--- config.mk ---
export PLATFORM = sky130hd
export DESIGN_NAME = ooo_core
export DESIGN_NICKNAME = d
export VERILOG_FILES = /design/src/common/ooo_pkg.sv /design/src/commit/completion_buffer.sv /design/src/decode/ooo_decode_stage.sv /design/src/execute/ooo_execute_stage.sv /design/src/hdl/ooo_core.sv /design/src/hdl/ooo_fetch_stage.sv /design/src/hdl/rv32i_reg_file.sv
export SDC_FILE = /design/constraint.sdc
export NUM_CORES = 2
export LEC_CHECK = 0
export BUFFER_PORTS_ARGS = -buffer_cell sky130_fd_sc_hd__buf_2
export CAP_MARGIN = 30
export CORE_MARGIN = 2
export CORE_UTILIZATION = 45
export CTS_CLUSTER_DIAMETER = 80
export DETAILED_ROUTE_END_ITERATION = 16
export PLACE_DENSITY_LB_ADDON = 0.12
export SETUP_SLACK_MARGIN = 0.5
export SLEW_MARGIN = 15
export SYNTH_ARGS = -nofsm -noshare
export SYNTH_HDL_FRONTEND = slang
export SYNTH_HIERARCHICAL = 1
export SYNTH_SLANG_ARGS = --single-unit
--- constraint.sdc ---
create_clock -name CLK -period 9.3 [get_ports CLK]
set_clock_uncertainty 0.15 [all_clocks]
set_input_delay 1.86 -clock CLK [delete_from_list [all_inputs] [get_ports CLK]]
set_output_delay 1.86 -clock CLK [all_outputs]
set_load 0.01 [all_outputs]
--- src/common/ooo_pkg.sv ---
`default_nettype none

package ooo_pkg;

   // ##############################
   // Widths and scalar types
   // ##############################

   localparam int xlen = 32;
   localparam int cb_tag_w = 4;  // Up to 16 buffer entries.

   typedef logic [xlen-1:0] data_t;
   typedef logic [4:0] reg_idx_t;
   typedef logic [cb_tag_w-1:0] cb_tag_t;

   // ADDI reuses op_add, op_nop writes nothing.
   typedef enum logic [2:0] {
      op_add,
      op_sub,
      op_and,
      op_or,
      op_xor,
      op_mul,
      op_nop
   } exec_op_e;

   // ##############################
   // Stage payloads
   // ##############################

   typedef struct packed {
      logic  valid;
      data_t instr;
      data_t pc;
   } fetch_t;

   typedef struct packed {
      logic     valid;
      cb_tag_t  tag;
      exec_op_e op;
      data_t    a;
      data_t    b;  // Register or sign-extended immediate.
   } issue_t;

   typedef struct packed {
      logic    valid;
      cb_tag_t tag;
      data_t   data;
   } complete_t;

   typedef struct packed {
      logic     valid;
      logic     wen;
      reg_idx_t rd;
      data_t    data;
      data_t    pc;
   } commit_t;

endpackage

`default_nettype wire

--- src/commit/completion_buffer.sv ---
`timescale 1ns/1ps
`default_nettype none

module completion_buffer #(
   parameter int CB_DEPTH = 8
) (
   input  wire                     CLK,
   input  wire                     rst_n,
   input  wire                     alloc,
   input  wire ooo_pkg::reg_idx_t  alloc_rd,
   input  wire                     alloc_wen,
   input  wire ooo_pkg::data_t     alloc_pc,
   output ooo_pkg::cb_tag_t        alloc_tag,
   output logic                    cb_full,
   input  wire ooo_pkg::complete_t alu_done,
   input  wire ooo_pkg::complete_t mul_done,
   output logic [31:0]             busy_regs,
   output ooo_pkg::commit_t        commit
);

   import ooo_pkg::*;

   localparam int ptr_w = $clog2(CB_DEPTH);

   logic [ptr_w-1:0]    head;
   logic [ptr_w-1:0]    tail;
   logic [ptr_w:0]      count;
   logic [CB_DEPTH-1:0] ent_live;
   logic [CB_DEPTH-1:0] ent_done;
   logic [CB_DEPTH-1:0] ent_wen;
   reg_idx_t            ent_rd   [CB_DEPTH];
   data_t               ent_pc   [CB_DEPTH];
   data_t               ent_data [CB_DEPTH];
   logic [ptr_w-1:0]    alu_idx;
   logic [ptr_w-1:0]    mul_idx;
   logic                retire;

   assign alu_idx   = alu_done.tag[ptr_w-1:0];
   assign mul_idx   = mul_done.tag[ptr_w-1:0];
   assign alloc_tag = cb_tag_t'(tail);
   assign cb_full   = (count == (ptr_w+1)'(CB_DEPTH));
   assign retire    = ent_live[head] && ent_done[head];  // Oldest one finished.

   // ##############################
   // Pointers, flags and commit
   // ##############################

   always_ff @(posedge CLK) begin
      if (!rst_n) begin
         head         <= '0;
         tail         <= '0;
         count        <= '0;
         ent_live     <= '0;
         ent_done     <= '0;
         commit.valid <= 1'b0;
      end else begin
         if (alloc) begin
            ent_live[tail] <= 1'b1;
            ent_done[tail] <= 1'b0;
            tail           <= tail + 1'b1;
         end
         // Both units may finish in one cycle, on different tags.
         if (alu_done.valid) begin
            ent_done[alu_idx] <= 1'b1;
         end
         if (mul_done.valid) begin
            ent_done[mul_idx] <= 1'b1;
         end
         if (retire) begin
            ent_live[head] <= 1'b0;
            head           <= head + 1'b1;
            commit.wen     <= ent_wen[head];
            commit.rd      <= ent_rd[head];
            commit.data    <= ent_data[head];
            commit.pc      <= ent_pc[head];
         end
         commit.valid <= retire;
         count        <= count + (ptr_w+1)'(alloc) - (ptr_w+1)'(retire);
      end
   end

   // ##############################
   // Entry payload
   // ##############################

   always_ff @(posedge CLK) begin
      if (alloc) begin
         ent_rd[tail]  <= alloc_rd;
         ent_wen[tail] <= alloc_wen;
         ent_pc[tail]  <= alloc_pc;
      end
      if (alu_done.valid) begin
         ent_data[alu_idx] <= alu_done.data;
      end
      if (mul_done.valid) begin
         ent_data[mul_idx] <= mul_done.data;
      end
   end

   // Registers with a write still in flight.
   always_comb begin
      busy_regs = '0;
      for (int i = 0; i < CB_DEPTH; i++) begin
         if (ent_live[i] && ent_wen[i]) begin
            busy_regs[ent_rd[i]] = 1'b1;
         end
      end
   end

endmodule

`default_nettype wire

--- src/decode/ooo_decode_stage.sv ---
`timescale 1ns/1ps
`default_nettype none

module ooo_decode_stage #(
   parameter int CB_DEPTH = 8
) (
   input  wire                   CLK,
   input  wire                   rst_n,
   input  wire ooo_pkg::fetch_t  fetch,
   output logic                  hold,
   output ooo_pkg::reg_idx_t     rs1,
   output ooo_pkg::reg_idx_t     rs2,
   input  wire ooo_pkg::data_t   rs1_data,
   input  wire ooo_pkg::data_t   rs2_data,
   input  wire [31:0]            busy_regs,
   input  wire                   cb_full,
   input  wire ooo_pkg::cb_tag_t alloc_tag,
   output logic                  alloc,
   output ooo_pkg::reg_idx_t     alloc_rd,
   output logic                  alloc_wen,
   output ooo_pkg::data_t        alloc_pc,
   output ooo_pkg::issue_t       issue
);

   import ooo_pkg::*;

   localparam logic [6:0] opc_op     = 7'b0110011;
   localparam logic [6:0] opc_op_imm = 7'b0010011;
   localparam int tag_mask = CB_DEPTH - 1;

   logic [6:0]  opcode;
   logic [2:0]  funct3;
   logic [6:0]  funct7;
   reg_idx_t    rd;
   data_t       imm_i;
   exec_op_e    op;
   logic        use_rs1;
   logic        use_rs2;
   logic [31:0] busy_q;
   logic [31:0] busy_any;
   logic        src_busy;

   assign opcode = fetch.instr[6:0];
   assign rd     = fetch.instr[11:7];
   assign funct3 = fetch.instr[14:12];
   assign rs1    = fetch.instr[19:15];
   assign rs2    = fetch.instr[24:20];
   assign funct7 = fetch.instr[31:25];
   assign imm_i  = {{20{fetch.instr[31]}}, fetch.instr[31:20]};

   always_comb begin
      op      = op_nop;
      use_rs1 = 1'b0;
      use_rs2 = 1'b0;
      if (opcode == opc_op) begin
         case ({funct7, funct3})
            {7'b0000000, 3'b000}: op = op_add;
            {7'b0100000, 3'b000}: op = op_sub;
            {7'b0000000, 3'b111}: op = op_and;
            {7'b0000000, 3'b110}: op = op_or;
            {7'b0000000, 3'b100}: op = op_xor;
            {7'b0000001, 3'b000}: op = op_mul;
            default:              op = op_nop;
         endcase
         use_rs1 = (op != op_nop);
         use_rs2 = (op != op_nop);
      end else if (opcode == opc_op_imm && funct3 == 3'b000) begin
         op      = op_add;  // ADDI.
         use_rs1 = 1'b1;
      end
   end

   // ##############################
   // Hazard check
   // ##############################

   // A busy bit that just dropped means the commit write lands next edge.
   always_ff @(posedge CLK) begin
      if (!rst_n) begin
         busy_q <= '0;
      end else begin
         busy_q <= busy_regs;
      end
   end

   assign busy_any = busy_regs | busy_q;
   assign src_busy = (use_rs1 && busy_any[rs1]) || (use_rs2 && busy_any[rs2]);
   assign hold     = fetch.valid && (cb_full || src_busy);

   // ##############################
   // Allocate and issue
   // ##############################

   assign alloc     = fetch.valid && !hold;
   assign alloc_rd  = rd;
   assign alloc_wen = (op != op_nop) && (rd != '0);  // x0 and unknown words.
   assign alloc_pc  = fetch.pc;

   always_comb begin
      issue.valid = alloc;
      issue.tag   = alloc_tag & cb_tag_t'(tag_mask);
      issue.op    = op;
      issue.a     = rs1_data;
      issue.b     = use_rs2 ? rs2_data : imm_i;
   end

endmodule

`default_nettype wire

--- src/execute/ooo_execute_stage.sv ---
`timescale 1ns/1ps
`default_nettype none

module ooo_execute_stage #(
   parameter int MUL_STAGES = 3
) (
   input  wire                   CLK,
   input  wire                   rst_n,
   input  wire ooo_pkg::issue_t  issue,
   output ooo_pkg::complete_t    alu_done,
   output ooo_pkg::complete_t    mul_done
);

   import ooo_pkg::*;

   logic      is_mul;
   data_t     alu_result;
   data_t     mul_product;
   complete_t mul_pipe [MUL_STAGES];

   assign is_mul = (issue.op == op_mul);

   // ##############################
   // Single-cycle ALU
   // ##############################

   always_comb begin
      case (issue.op)
         op_add:  alu_result = issue.a + issue.b;
         op_sub:  alu_result = issue.a - issue.b;
         op_and:  alu_result = issue.a & issue.b;
         op_or:   alu_result = issue.a | issue.b;
         op_xor:  alu_result = issue.a ^ issue.b;
         default: alu_result = '0;  // NOP retires with zero.
      endcase
   end

   always_ff @(posedge CLK) begin
      if (!rst_n) begin
         alu_done.valid <= 1'b0;
      end else begin
         alu_done.valid <= issue.valid && !is_mul;
         alu_done.tag   <= issue.tag;
         alu_done.data  <= alu_result;
      end
   end

   // ##############################
   // Pipelined multiplier
   // ##############################

   assign mul_product = issue.a * issue.b;  // Low word of the product.

   // No stall inside the chain, a new MUL may enter every cycle.
   always_ff @(posedge CLK) begin
      if (!rst_n) begin
         for (int i = 0; i < MUL_STAGES; i++) begin
            mul_pipe[i].valid <= 1'b0;
         end
      end else begin
         mul_pipe[0].valid <= issue.valid && is_mul;
         mul_pipe[0].tag   <= issue.tag;
         mul_pipe[0].data  <= mul_product;
         for (int i = 1; i < MUL_STAGES; i++) begin
            mul_pipe[i] <= mul_pipe[i-1];
         end
      end
   end

   assign mul_done = mul_pipe[MUL_STAGES-1];

endmodule

`default_nettype wire

--- src/hdl/ooo_core.sv ---
`timescale 1ns/1ps
`default_nettype none

module ooo_core #(
   parameter int CB_DEPTH   = 8,
   parameter int MUL_STAGES = 3
) (
   input  wire                  CLK,
   input  wire                  rst_n,
   input  wire                  instr_valid,
   input  wire ooo_pkg::data_t  instr_data,
   output logic                 instr_stall,
   output ooo_pkg::commit_t     commit
);

   import ooo_pkg::*;

   fetch_t      fetch;
   logic        hold;
   reg_idx_t    rs1;
   reg_idx_t    rs2;
   data_t       rs1_data;
   data_t       rs2_data;
   logic [31:0] busy_regs;
   logic        cb_full;
   cb_tag_t     alloc_tag;
   logic        alloc;
   reg_idx_t    alloc_rd;
   logic        alloc_wen;
   data_t       alloc_pc;
   issue_t      issue;
   complete_t   alu_done;
   complete_t   mul_done;
   logic        rf_wen;

   ooo_fetch_stage fetch_stage (
       .CLK(CLK)
      ,.rst_n(rst_n)
      ,.instr_valid(instr_valid)
      ,.instr_data(instr_data)
      ,.hold(hold)
      ,.fetch(fetch)
      ,.instr_stall(instr_stall)
   );

   ooo_decode_stage #(.CB_DEPTH(CB_DEPTH)) decode_stage (
       .CLK(CLK)
      ,.rst_n(rst_n)
      ,.fetch(fetch)
      ,.hold(hold)
      ,.rs1(rs1)
      ,.rs2(rs2)
      ,.rs1_data(rs1_data)
      ,.rs2_data(rs2_data)
      ,.busy_regs(busy_regs)
      ,.cb_full(cb_full)
      ,.alloc_tag(alloc_tag)
      ,.alloc(alloc)
      ,.alloc_rd(alloc_rd)
      ,.alloc_wen(alloc_wen)
      ,.alloc_pc(alloc_pc)
      ,.issue(issue)
   );

   ooo_execute_stage #(.MUL_STAGES(MUL_STAGES)) execute_stage (
       .CLK(CLK)
      ,.rst_n(rst_n)
      ,.issue(issue)
      ,.alu_done(alu_done)
      ,.mul_done(mul_done)
   );

   completion_buffer #(.CB_DEPTH(CB_DEPTH)) cb (
       .CLK(CLK)
      ,.rst_n(rst_n)
      ,.alloc(alloc)
      ,.alloc_rd(alloc_rd)
      ,.alloc_wen(alloc_wen)
      ,.alloc_pc(alloc_pc)
      ,.alloc_tag(alloc_tag)
      ,.cb_full(cb_full)
      ,.alu_done(alu_done)
      ,.mul_done(mul_done)
      ,.busy_regs(busy_regs)
      ,.commit(commit)
   );

   // Retired results go straight into the register file.
   assign rf_wen = commit.valid && commit.wen;

   rv32i_reg_file rg_file (
       .CLK(CLK)
      ,.rst_n(rst_n)
      ,.rs1(rs1)
      ,.rs2(rs2)
      ,.rs1_data(rs1_data)
      ,.rs2_data(rs2_data)
      ,.wen(rf_wen)
      ,.rd(commit.rd)
      ,.wdata(commit.data)
   );

endmodule

`default_nettype wire

--- src/hdl/ooo_fetch_stage.sv ---
`timescale 1ns/1ps
`default_nettype none

module ooo_fetch_stage (
   input  wire                  CLK,
   input  wire                  rst_n,
   input  wire                  instr_valid,
   input  wire ooo_pkg::data_t  instr_data,
   input  wire                  hold,
   output ooo_pkg::fetch_t      fetch,
   output logic                 instr_stall
);

   import ooo_pkg::*;

   data_t pc_q;  // Pc for the next accepted word.

   // Hold only rises with a valid word sitting in the register.
   assign instr_stall = hold;

   // The register loads when empty or when decode takes its word.
   always_ff @(posedge CLK) begin
      if (!rst_n) begin
         fetch.valid <= 1'b0;
         pc_q        <= '0;
      end else if (!hold) begin
         fetch.valid <= instr_valid;
         if (instr_valid) begin
            fetch.instr <= instr_data;
            fetch.pc    <= pc_q;
            pc_q        <= pc_q + 32'd4;  // Word-sized step.
         end
      end
   end

endmodule

`default_nettype wire

--- src/hdl/rv32i_reg_file.sv ---
`timescale 1ns/1ps
`default_nettype none

module rv32i_reg_file (
   input  wire                    CLK,
   input  wire                    rst_n,
   input  wire ooo_pkg::reg_idx_t rs1,
   input  wire ooo_pkg::reg_idx_t rs2,
   output ooo_pkg::data_t         rs1_data,
   output ooo_pkg::data_t         rs2_data,
   input  wire                    wen,
   input  wire ooo_pkg::reg_idx_t rd,
   input  wire ooo_pkg::data_t    wdata
);

   import ooo_pkg::*;

   data_t regs [32];

   always_ff @(posedge CLK) begin
      if (!rst_n) begin
         for (int i = 0; i < 32; i++) begin
            regs[i] <= '0;
         end
      end else if (wen && rd != '0) begin
         regs[rd] <= wdata;  // x0 stays zero.
      end
   end

   assign rs1_data = regs[rs1];
   assign rs2_data = regs[rs2];

endmodule

`default_nettype wire

==> flow_metrics.py <==
metrics = {
    "outcome": {
        "outcome": "completed",
    },
    "critical_path": {
        "max_stage_delay_ns": 0.57,
        "worst-endpoint-arrival_ns": 9.43,
        "reg2regPathDepth": 37,
        "cp_max_fo": 10,
        "crit_type": "reg -> reg",
        "worst_r2r_startpoint": "fetch_stage/fetch[52]",
        "start_kind": "flop",
        "reg2reg_to": "execute_stage/mul_pipe[0][25]",
        "reg2reg_slack_ns": 0.33,
        "cp_slowest_cell": "fa_1",
        "crit_path_end_kind": "flop",
        "worstPathRequired_ns": 9.75,
        "crit_top_cell": "fa_1",
    },
    "cells_and_area": {
        "synthToLayoutAreaGrowth_pct": 15.8,
        "layout_commonest_cell": "edfxtp_1",
        "fill_cells": 21700,
        "fin_area_um2": 134000,
        "fin_cells": 13300,
        "fin_nets": 10400,
        "final_layout_size_suffix_gt1_share_pct": 20.4,
        "most-common-layout-cells": "edfxtp_1 (1,856), and2_1 (1,113), mux2i_1 (1,046), buf_4 (603), nand2_1 (520)",
    },
    "clocking": {
        "cts_tree": "done",
        "path_clk_slew_ns": 0.06,
        "numCtsBuffers": 216,
        "htreeDepth": 4,
        "clockBufferDepth": 3,
        "cts_num_sinks": 1950,
        "cts-root-buf": "clkbuf_16",
        "holdBufCountCts": 0,
        "insertion_delay_ns": 0.90,
    },
    "die": {
        "start_util_pct": 45.4,
        "boundaryPins": 107,
        "die-width_um": 511,
        "num_rows": 185,
        "die_area_um2": 261000,
        "fp.dieH_um": 511,
        "core_um2": 255000,
    },
    "flow_run": {
        "maxCapViolCount": 0,
    },
    "worst_hold_path": {
        "hp-start": "execute_stage/mul_pipe[0][73]",
        "worstHoldEndpoint": "execute_stage/mul_pipe[0][110]",
        "min_path_type": "reg -> reg",
        "whs_path_depth": 1,
    },
    "placement": {
        "place.gp.congestion": 0.967,
        "portBuffers": 106,
        "place_inst": 12800,
        "dp_hpwl_um": 275000,
        "dpl-instance-area_um2": 123000,
    },
    "power_and_ir_drop": {
        "pwr_density_cell_nw_per_um2": 367,
        "switching_share_pct": 39.6,
        "cellInternalPower_mw": 29.6,
        "switchingPower_mw": 19.4,
        "ir_drop_uv": 1770,
        "p_clk_share_pct": 18.0,
        "combPwrFrac_pct": 60.3,
        "finalPower_mw": 49.0,
        "power_leakage_nw": 52.5,
        "pwr-share-seq_pct": 21.7,
    },
    "yosys": {
        "syn_area_um2": 116000,
        "avgSynthCellArea_um2": 12.3,
        "yosys_warnings": 6,
        "syn_inst": 9428,
    },
    "routing": {
        "vias": 80900,
        "postRouteAntennaNets": 0,
        "wl_per_cell_um": 31.1,
        "vias_per_cell": 6.06,
        "initialDrtViolationCount": 8865,
        "first_pass_iters": 8,
        "drc_errors": 0,
        "drt_wl_total_um": 415000,
    },
    "sta": {
        "timing.fmax_mhz": 111,
        "min_period_over_period_pct": 96.5,
        "setup_viol": 0,
        "slew_violations": 0,
        "rsz0062_at_grt": "true",
        "whs_ns": 0.307,
        "tns_ns": 0,
        "tightest_slew_ns": 1.15,
        "slew-limit-headroom_pct": 22.3,
        "finalCriticalPeriod_ns": 8.97,
        "hold_viol_final": 0,
    },
    "grt": {
        "antenna_found_initial": 31,
        "grt_pass1_wl_um": 590000,
        "grt_max_degree": 87,
        "track_usage_pct": 31.1,
        "overflow": 0,
        "first_global_vias": 80900,
    },
}
==> metal layers <==
layer / global-route usage, % / wire (µm) / up-vias
li1: - / - / 34600
met1: 43.5 / 176000 / 42000
met2: 49.5 / 191000 / 3619
met3: 4.90 / 32300 / 704
met4: 10.6 / 14600 / 10
met5: 0 / 65 / -
==> worst max-delay path, delay by kind of cell, from the launching register on <==
kind / cells / cell delay (ns)
compound gates: 8 / 1.50
buf+inv: 13 / 1.90
xor+xnor: 1 / 0.19
simple gates: 6 / 0.67
flops: 1 / 0.49
fa+ha+maj: 9 / 3.73
==> flip-flops by register name (all words and copies together) (netlist names), 30 cells and up <==
register / cells
fetch_stage/fetch: 63
cb/ent_data: 256
cb/ent_rd: 40
fetch_stage/pc_q: 30
cb/commit: 71
execute_stage/alu_done: 36
cb/ent_pc: 256
rg_file/regs: 1024
execute_stage/mul_pipe: 108
decode_stage/busy_q: 32
==> area by class of cell <==
cell class / instances / area, µm² / share of cell area, %
antenna: 18 / 45.0 / 0.0337
clock buffer: 261 / 5670 / 4.24
clock inverter: 140 / 1650 / 1.23
inverter: 512 / 1970 / 1.48
multi-input combinational: 6195 / 53800 / 40.2
sequential: 1950 / 57600 / 43.1
tap: 3366 / 4210 / 3.15
timing repair buffer: 900 / 8750 / 6.54
==> worst max path at each step <==
stage | from | endpoint | slack [ns] | cells past startpoint
2_1_floorplan | fetch_stage/fetch[61] | execute_stage/mul_pipe[0][31] | 0.56 | 31
3_3_place_gp | fetch_stage/fetch[53] | execute_stage/mul_pipe[0][31] | -0.05 | 31
3_5_place_dp | fetch_stage/fetch[53] | execute_stage/mul_pipe[0][31] | -0.09 | 31
4_1_cts | fetch_stage/fetch[49] | execute_stage/mul_pipe[0][31] | 0.37 | 30
5_1_grt | fetch_stage/fetch[52] | execute_stage/mul_pipe[0][31] | -0.01 | 36
6_report | fetch_stage/fetch[52] | execute_stage/mul_pipe[0][25] | 0.33 | 37
==> power by group through the flow <==
stage	clock network (mW)	logic (mW)	registers, mW
after floorplan	0	14.0	10.7
after global placement	0	24.3	10.8
after detailed placement	0	24.0	10.8
after CTS	8.94	26.3	10.6
after global routing	9.29	31.8	10.7
final	8.83	29.6	10.6
==> what timing repair did <==
action,4_1_cts,5_1_grt
setup buffers,68,22
resized for setup,250,95
setup endpoints to repair,15,19
pin swaps,67,75
cloned,18,2
==> per-stage QoR <==
| stage | utilization (%) | setup slack (ns) |
|---|---|---|
| final | 52.5 | 0.326 |
| after global routing | 52.5 | -0.0148 |
| after CTS | 52.2 | 0.371 |
| after detailed placement | 48.5 | -0.0892 |
| after global placement | 48.4 | -0.0462 |
| after floorplan | - | 0.562 |
(Power assumes the default switching activity.)
